<file path="src/include/counting_filter_defs.svh">
// ========================================================================
// Sizing of the counting filter. The bucket count must be a power of two
// and the bucket width must be at least three bits.
// ========================================================================

`ifndef COUNTING_FILTER_DEFS_SVH
`define COUNTING_FILTER_DEFS_SVH

// Number of buckets in the single bank
`define FILTER_N_BUCKETS 16
// Width of each bucket counter
`define FILTER_BUCKET_BITS 4
// Remove queue entries, also the number of credits a sender starts with
`define FILTER_REMOVE_DEPTH 4

`endif

</file>
<file path="src/design/filter_types_pkg.sv">
// ========================================================================
// Storage types of the filter. Widths follow the sizing macros.
// ========================================================================

`default_nettype none

`include "counting_filter_defs.svh"

package filter_types_pkg;

    // Bucket number, enough bits to address every bucket
    typedef logic [$clog2(`FILTER_N_BUCKETS)-1:0] t_bucket_idx;

    // Count held in one bucket
    typedef logic [`FILTER_BUCKET_BITS-1:0] t_bucket_value;

endpackage

`default_nettype wire

</file>
<file path="src/design/update_pipe_pkg.sv">
// ========================================================================
// Types of the read-modify-write update pipeline. The delta only has to
// span one own update plus two older ones in flight.
// ========================================================================

`default_nettype none

package update_pipe_pkg;

    // Stages from RAM read to RAM write
    localparam int UPD_STAGES = 3;

    // Signed net change of up to three updates, -3 to +3
    typedef logic signed [2:0] t_upd_delta;

    // Effect of a single update on its bucket
    function automatic t_upd_delta upd_step(input logic is_insert);
        return is_insert ? t_upd_delta'(1) : t_upd_delta'(-1);
    endfunction

endpackage

`default_nettype wire

</file>
<file path="src/design/remove_queue.sv">
// ========================================================================
// Circular queue of pending removes. Fullness is not checked here; the
// sender may only enqueue while it holds a credit.
// ========================================================================

`timescale 1ns/1ps
`default_nettype none

`include "counting_filter_defs.svh"

module remove_queue
    import filter_types_pkg::*;
(
    input  wire         clk,
    input  wire         reset,
    input  wire         remove_en,
    input  t_bucket_idx remove,
    input  wire         remove_take,
    output t_bucket_idx remove_head,
    output logic        remove_pending,
    output logic        remove_credit
);

    localparam int DEPTH = `FILTER_REMOVE_DEPTH;
    localparam int PTR_BITS = (DEPTH > 1) ? $clog2(DEPTH) : 1;

    t_bucket_idx entries [0:DEPTH-1];
    logic [PTR_BITS-1:0] wr_ptr;
    logic [PTR_BITS-1:0] rd_ptr;
    logic [$clog2(DEPTH+1)-1:0] count;

    // Pointers wrap explicitly so the depth need not be a power of two
    function automatic logic [PTR_BITS-1:0] next_ptr(input logic [PTR_BITS-1:0] ptr);
        if (ptr == PTR_BITS'(DEPTH - 1))
        begin
            return '0;
        end
        return ptr + 1'b1;
    endfunction

    always_ff @(posedge clk)
    begin
        if (remove_en)
        begin
            entries[wr_ptr] <= remove;
        end
    end

    always_ff @(posedge clk)
    begin
        if (reset)
        begin
            wr_ptr <= '0;
            rd_ptr <= '0;
            count <= '0;
            remove_credit <= 1'b0;
        end
        else
        begin
            if (remove_en)
            begin
                wr_ptr <= next_ptr(wr_ptr);
            end
            if (remove_take)
            begin
                rd_ptr <= next_ptr(rd_ptr);
            end
            // Simultaneous enqueue and dequeue leave the occupancy alone
            if (remove_en && !remove_take)
            begin
                count <= count + 1'b1;
            end
            else if (!remove_en && remove_take)
            begin
                count <= count - 1'b1;
            end
            // One credit goes back the cycle after each dequeue
            remove_credit <= remove_take;
        end
    end

    assign remove_head = entries[rd_ptr];
    assign remove_pending = (count != '0);

endmodule

`default_nettype wire

</file>
<file path="src/design/bucket_ram.sv">
// ========================================================================
// One entry per bucket, one read and one write port. A write lands at the
// edge that samples it; a read in that same cycle returns the old entry.
// ========================================================================

`timescale 1ns/1ps
`default_nettype none

`include "counting_filter_defs.svh"

module bucket_ram
    import filter_types_pkg::*;
#(
    parameter type T_PAYLOAD = logic,
    parameter T_PAYLOAD RESET_VALUE = T_PAYLOAD'(0)
)
(
    input  wire         clk,
    input  wire         reset,
    input  t_bucket_idx raddr,
    input  t_bucket_idx waddr,
    input  wire         wen,
    input  T_PAYLOAD    wdata,
    output T_PAYLOAD    rdata
);

    T_PAYLOAD mem [0:`FILTER_N_BUCKETS-1];

    always_ff @(posedge clk)
    begin
        if (reset)
        begin
            // Every bucket starts from the same value
            for (int i = 0; i < `FILTER_N_BUCKETS; i++)
            begin
                mem[i] <= RESET_VALUE;
            end
            rdata <= RESET_VALUE;
        end
        else
        begin
            if (wen)
            begin
                mem[waddr] <= wdata;
            end
            // Read data is ready the cycle after the address
            rdata <= mem[raddr];
        end
    end

endmodule

`default_nettype wire

</file>
<file path="src/design/count_update_pipe.sv">
// ========================================================================
// Read-modify-write of the bucket counters. Inserts always win the single
// update port. A selected update reads in stage 0 and writes in stage 2.
// The client must not overflow or underflow a bucket.
// ========================================================================

`timescale 1ns/1ps
`default_nettype none

`include "counting_filter_defs.svh"

module count_update_pipe
    import filter_types_pkg::*;
    import update_pipe_pkg::*;
(
    input  wire           clk,
    input  wire           reset,
    input  wire           insert_en,
    input  t_bucket_idx   insert,
    input  t_bucket_idx   remove_head,
    input  wire           remove_pending,
    output logic          remove_take,
    output logic          wr_en,
    output t_bucket_idx   wr_idx,
    output t_bucket_value wr_value,
    output logic          wr_is_zero
);

    localparam int WR_STAGE = UPD_STAGES - 1;

    // Stage UPD_STAGES is kept only so stage 1 can still see the update
    // that writes in the cycle its own read data arrives
    logic        upd_en [0:UPD_STAGES];
    t_bucket_idx upd_idx [0:UPD_STAGES];
    logic        upd_insert [0:UPD_STAGES];

    t_bucket_value rd_value;
    t_bucket_value rd_value_q;
    t_upd_delta delta;
    t_upd_delta delta_q;
    logic signed [`FILTER_BUCKET_BITS-1:0] delta_ext;

    // ====================================================================
    // Stage 0: arbitration and RAM read
    // ====================================================================

    assign remove_take = !insert_en && remove_pending;
    assign upd_en[0] = insert_en || remove_pending;
    assign upd_idx[0] = insert_en ? insert : remove_head;
    assign upd_insert[0] = insert_en;

    bucket_ram #(
        .T_PAYLOAD   (t_bucket_value),
        .RESET_VALUE (t_bucket_value'(0))
    ) counter_ram (
        .clk   (clk),
        .reset (reset),
        .raddr (upd_idx[0]),
        .waddr (wr_idx),
        .wen   (wr_en),
        .wdata (wr_value),
        .rdata (rd_value)
    );

    for (genvar p = 1; p <= UPD_STAGES; p++)
    begin : g_stage
        always_ff @(posedge clk)
        begin
            upd_idx[p] <= upd_idx[p-1];
            upd_insert[p] <= upd_insert[p-1];
            upd_en[p] <= reset ? 1'b0 : upd_en[p-1];
        end
    end

    // ====================================================================
    // Stage 1: delta of this update plus older ones the read missed
    // ====================================================================

    always_comb
    begin
        delta = upd_step(upd_insert[1]);
        for (int p = 2; p <= UPD_STAGES; p++)
        begin
            if (upd_en[p] && (upd_idx[p] == upd_idx[1]))
            begin
                delta = delta + upd_step(upd_insert[p]);
            end
        end
    end

    always_ff @(posedge clk)
    begin
        delta_q <= delta;
        rd_value_q <= rd_value;
    end

    // Stage 2: the write, with the delta sign extended to the bucket width
    assign delta_ext = delta_q;
    assign wr_en = upd_en[WR_STAGE];
    assign wr_idx = upd_idx[WR_STAGE];
    assign wr_value = rd_value_q + t_bucket_value'(delta_ext);
    assign wr_is_zero = (wr_value == '0);

endmodule

`default_nettype wire

</file>
<file path="src/design/bucket_lookup.sv">
// ========================================================================
// Lookup port over a private RAM copy. A request's result appears two
// cycles later and reflects every write seen on the bus until then.
// ========================================================================

`timescale 1ns/1ps
`default_nettype none

module bucket_lookup
    import filter_types_pkg::*;
    import update_pipe_pkg::*;
#(
    parameter type T_PAYLOAD = logic,
    parameter T_PAYLOAD RESET_VALUE = T_PAYLOAD'(0)
)
(
    input  wire         clk,
    input  wire         reset,
    input  t_bucket_idx req,
    input  wire         wr_en,
    input  t_bucket_idx wr_idx,
    input  T_PAYLOAD    wr_data,
    output T_PAYLOAD    result
);

    localparam int LAST = UPD_STAGES - 1;

    // The request index is only needed up to the stage that reads the RAM
    t_bucket_idx lk_idx [0:LAST-1];
    logic        byp_en [1:LAST];
    T_PAYLOAD    byp_val [1:LAST];
    logic        hit [0:LAST-1];
    T_PAYLOAD    ram_data;

    assign lk_idx[0] = req;

    for (genvar p = 1; p < LAST; p++)
    begin : g_idx
        always_ff @(posedge clk)
        begin
            lk_idx[p] <= lk_idx[p-1];
        end
    end

    for (genvar p = 0; p < LAST; p++)
    begin : g_stage
        // A write on the bus now is newer than anything caught before
        assign hit[p] = wr_en && (wr_idx == lk_idx[p]);

        if (p == 0)
        begin : g_first
            always_ff @(posedge clk)
            begin
                byp_val[p+1] <= wr_data;
                byp_en[p+1] <= !reset && hit[p];
            end
        end
        else
        begin : g_rest
            always_ff @(posedge clk)
            begin
                byp_val[p+1] <= hit[p] ? wr_data : byp_val[p];
                byp_en[p+1] <= !reset && (hit[p] || byp_en[p]);
            end
        end
    end

    // The RAM is read one stage late so its data lines up with LAST
    bucket_ram #(
        .T_PAYLOAD   (T_PAYLOAD),
        .RESET_VALUE (RESET_VALUE)
    ) copy_ram (
        .clk   (clk),
        .reset (reset),
        .raddr (lk_idx[LAST-1]),
        .waddr (wr_idx),
        .wen   (wr_en),
        .wdata (wr_data),
        .rdata (ram_data)
    );

    assign result = byp_en[LAST] ? byp_val[LAST] : ram_data;

endmodule

`default_nettype wire

</file>
<file path="src/design/counting_filter.sv">
// ========================================================================
// Single-bank counting filter. Inserts apply at once, removes are credit
// controlled and lookups answer two cycles after the request.
// ========================================================================

`timescale 1ns/1ps
`default_nettype none

module counting_filter
    import filter_types_pkg::*;
(
    input  wire           clk,
    input  wire           reset,
    input  wire           insert_en,
    input  t_bucket_idx   insert,
    input  wire           remove_en,
    input  t_bucket_idx   remove,
    output logic          remove_credit,
    input  t_bucket_idx   value_req,
    output t_bucket_value value_result,
    input  t_bucket_idx   zero_req,
    output logic          zero_result
);

    t_bucket_idx   remove_head;
    logic          remove_pending;
    logic          remove_take;
    logic          wr_en;
    t_bucket_idx   wr_idx;
    t_bucket_value wr_value;
    logic          wr_is_zero;

    remove_queue remove_q (
        .clk, .reset, .remove_en, .remove, .remove_take,
        .remove_head, .remove_pending, .remove_credit
    );

    count_update_pipe update_pipe (
        .clk, .reset, .insert_en, .insert, .remove_head, .remove_pending,
        .remove_take, .wr_en, .wr_idx, .wr_value, .wr_is_zero
    );

    // Counter value port
    bucket_lookup #(.T_PAYLOAD(t_bucket_value), .RESET_VALUE(t_bucket_value'(0))) value_lookup (
        .clk, .reset, .req(value_req), .wr_en, .wr_idx, .wr_data(wr_value),
        .result(value_result)
    );

    // Is-zero port keeps a one-bit copy, so every bucket starts empty
    bucket_lookup #(.T_PAYLOAD(logic), .RESET_VALUE(1'b1)) zero_lookup (
        .clk, .reset, .req(zero_req), .wr_en, .wr_idx, .wr_data(wr_is_zero),
        .result(zero_result)
    );

endmodule

`default_nettype wire

</file>
<file path="config.mk">
export PLATFORM = sky130hd
export DESIGN_NAME = counting_filter
export DESIGN_NICKNAME = d
export VERILOG_FILES = /design/src/design/filter_types_pkg.sv /design/src/design/update_pipe_pkg.sv /design/src/design/remove_queue.sv /design/src/design/bucket_ram.sv /design/src/design/count_update_pipe.sv /design/src/design/bucket_lookup.sv /design/src/design/counting_filter.sv
export VERILOG_INCLUDE_DIRS = /design/src /design/src/include
export SDC_FILE = /design/constraint.sdc
export NUM_CORES = 1
export LEC_CHECK = 0
export BUFFER_PORTS_ARGS = -buffer_cell sky130_fd_sc_hd__buf_2
export CAP_MARGIN = 20
export CORE_UTILIZATION = 65
export CTS_BUF_LIST = sky130_fd_sc_hd__clkbuf_16
export CTS_CLUSTER_SIZE = 25
export DETAILED_ROUTE_END_ITERATION = 12
export PLACE_DENSITY = 0.83
export SLEW_MARGIN = 20
export SYNTH_ARGS = -nofsm -noshare
export SYNTH_HDL_FRONTEND = slang
export SYNTH_SLANG_ARGS = --single-unit
export TNS_END_PERCENT = 1
</file>
<file path="constraint.sdc">
create_clock -name clk -period 5.99 [get_ports clk]
set_clock_uncertainty 0.1 [all_clocks]
set_input_delay 0 -clock clk [delete_from_list [all_inputs] [get_ports clk]]
set_output_delay 0 -clock clk [all_outputs]
set_load 0.1 [all_outputs]
</file>
==> impl_metrics.tcl <==
set metrics [dict create \
    critPathCaptureType "flip-flop" \
    diodes 0 \
    syn_inst 590 \
    grt.total_usage_pct 31.87 \
    drt_iter0_markers 433 \
    power_frac_seq_pct 44.8 \
    slew_violations 0 \
    synth.avg_cell_area_um2 12.11 \
    area.growth.synth_to_final_pct 13.08 \
    gr-total-overflow 0 \
    fin_crit_ns 2.814 \
    vias 4940 \
    start_util_pct 68.01 \
    cts_root_buf "clkbuf_16" \
    ys_seq_area_share_pct 56.58 \
    insertion_delay_ns 0.44 \
    rsz0062_at_grt "no" \
    synth_area_leaders "edfxtp_1, dfxtp_1, mux4_2" \
    fillers 610 \
    internal_power_mw 2.075 \
    r2r_setup_slack_ns 3.18 \
    synth.distinct_cells 56 \
    grt_pass1_vias 4884 \
    leakage_nw 3.247 \
    drt_wl_total_mm 16.66 \
    required_ns 6.21 \
    syn-num-nets 623 \
    antenna_found_initial 0 \
    path_class "flip-flop to flip-flop" \
    tns_ns 0 \
    crit_chain "xor2_1 -> nor4_2 -> o21ai_1 -> fa_1 -> xor2_1 -> nand2_1 -> xor2_1" \
    finalCritPeriodShare_pct 46.99 \
    setup_viol 0 \
    multi_input_area_um2 2858 \
    synth-edff-count 80 \
    grt_max_degree 33 \
    rr_startpoint "update_pipe.wr_idx[3]" \
    top_level_ports 26 \
    final_cell_mix "nor2_1, dfxtp_1, edfxtp_1" \
    layoutNonFillerInstCount 777 \
    ys.warnings.count 0 \
    cp_slowest_cell "nor4_2" \
    fin_nets 661 \
    drc 0 \
    holdBufCountCts 18 \
    hold_viol_final 0 \
    relSlewSlack_pct 40.14 \
    clk_pin_slew_worst_paths_ns 0.07 \
    total_power_mw 3.079 \
    tightestPinTransition_ns 0.8966 \
    cts_setup_buffers 0 \
    power_density_nw_per_um2 381.0 \
    grt_pass1_wl_mm 26.19 \
    core_um2 10510 \
    slowest_delay_ns 0.71 \
    fp.dieArea_um2 11420 \
    ff_latch_area_um2 4045 \
    outcome "complete, no violations" \
    synth_largest_area_cell "edfxtp_1" \
    switching_share_pct 32.62 \
    fmax_mhz 355.3 \
    cp.arrival_ns 3.03 \
    final_common_cell "nor2_1" \
    startpoint "update_pipe.wr_idx[3]" \
    crit_path_end "update_pipe.delta_q[2]" \
    synthArstFlopShare_pct 0 \
    cts_resized 0 \
    die_h_um 106.9 \
    path_max_fanout 14 \
    synth_flop_cell "dfxtp_1" \
    io_buffers 25 \
    start_kind "flip-flop" \
    ys_ff_latch 162 \
    r2r_cells 7 \
    syn_area_um2 7147 \
    cts_tree "done" \
    h-tree-depth 4 \
    numCtsBuffers 17 \
    postRouteAntennaNets 0 \
    drtPass1Iterations 5 \
    cpMostUsedCell "xor2_1" \
    wl_per_cell_um 21.44 \
    switchingPower_mw 1.004 \
    hpwl_mm 11.38 \
    comb_power_share_pct 20.8 \
    rows 37 \
    cap_violations 0 \
    clockBufferDepth 2 \
    worst_hold_path_type "input pin to flip-flop" \
    synth_top_cell_area_share_pct 33.61 \
    die_w_um 106.9 \
    clock-sinks 162 \
    dp_cells 727 \
    place.gp.congestion 1.000 \
    layout-drive-gt1-share_pct 17.47 \
    reg2reg_to "update_pipe.delta_q[2]" \
    clkPwrFrac_pct 34.3 \
    ir_drop_mv 0.3170 \
    viasPerCell 6.358 \
]
## worst min path at each step
stage	from	to	slack [ns]	depth (start not counted)
4_1_cts	insert[1]	update_pipe.upd_idx[9]	0.12	4
3_5_place_dp	zero_req[0]	zero_lookup.lk_idx[0]	0.04	1
2_1_floorplan	insert_en	update_pipe.upd_insert[2]	-0.07	0
5_1_grt	zero_req[1]	zero_lookup.lk_idx[1]	0.13	2
6_report	zero_req[0]	zero_lookup.lk_idx[0]	0.13	2
3_3_place_gp	zero_req[0]	zero_lookup.lk_idx[0]	0.04	1
## layout make-up
class	count	share of cell area [%]
Sequential cell	162	50.05
Multi-Input combinational cell	377	35.36
Clock buffer	17	5.264
Timing Repair Buffer	47	4.149
Tap cell	136	2.106
Clock inverter	15	1.966
Inverter	23	1.099
## power by group through the flow
stage | sequential, mW | clock, mW | combinational [mW]
6_report | 1.38 | 1.06 | 0.641
3_3_place_gp | 1.39 | 0 | 0.580
4_1_cts | 1.38 | 1.06 | 0.623
2_1_floorplan | 1.36 | 0 | 0.479
5_1_grt | 1.39 | 1.10 | 0.685
3_5_place_dp | 1.40 | 0 | 0.605
## critical path: cells and delay by family, from the launching register on
family / cells / cell delay (ns)
AND/OR/NAND/NOR: 2 / 0.79
AO/OA/AOI/OAI: 1 / 0.21
XOR/XNOR: 3 / 0.49
adder cells (fa/ha/maj): 1 / 0.45
flip-flops: 1 / 0.66
## stage by stage
step / area, um2 / utilization [%] / setup WS, ns / hold WS (ns)
global placement: 7310 / 69.56 / 3.285 / 0.03775
CTS: 8074 / 76.83 / 3.154 / 0.1178
floorplan: 7147 / - / 3.564 / -0.07228
detailed placement: 7310 / 69.56 / 3.166 / 0.03873
finish: 8082 / 76.90 / 3.176 / 0.1269
global route: 8082 / 76.90 / 2.972 / 0.1259
## Yosys cell counts (8+ instances only)
cell type / count
mux4_2: 27
nor2_1: 84
mux2_2: 8
mux2i_1: 41
ha_1: 10
o21ai_0: 23
nand3_1: 14
inv_1: 15
xor2_1: 17
o21ai_1: 20
nand2_1: 50
xnor2_1: 11
a21oi_1: 8
clkbuf_1: 16
dfxtp_1: 82
edfxtp_1: 80
and2_1: 10
## sequential cells by signal (all words and copies together), names as in the netlist, 3 cells and up, named ones only
register,count
remove_q.entries,16
value_lookup.byp_val,8
update_pipe.upd_insert,3
value_lookup.lk_idx,4
update_pipe.counter_ram.rdata,4
remove_q.count,3
zero_lookup.lk_idx,4
value_lookup.copy_ram.rdata,4
update_pipe.rd_value_q,4
zero_lookup.copy_ram.mem,16
update_pipe.wr_idx,4
update_pipe.upd_idx,8
value_lookup.copy_ram.mem,64
update_pipe.delta_q,3
## per-layer routing
layer | vias to the layer above | track usage (%) | part of all wire, %
met5 | - | 0 | 0
met4 | 0 | 14.97 | 2.8
met3 | 45 | 7.903 | 9.6
met2 | 284 | 51.43 | 49
met1 | 2420 | 40.60 | 39
li1 | 2191 | - | -
## logic make-up after synthesis
family | Yosys count | synth area share (%)
muxes | 79 | 16.04
xor gates and xnor gates | 29 | 3.659
buffers and inverters | 51 | 3.519
DFF | 162 | 56.58
AOI/OAI and AO/OA | 72 | 6.128
and+or+nand+nor | 184 | 11.48
adders and majority gates | 13 | 2.591
Power figures use the tool's default switching activity.
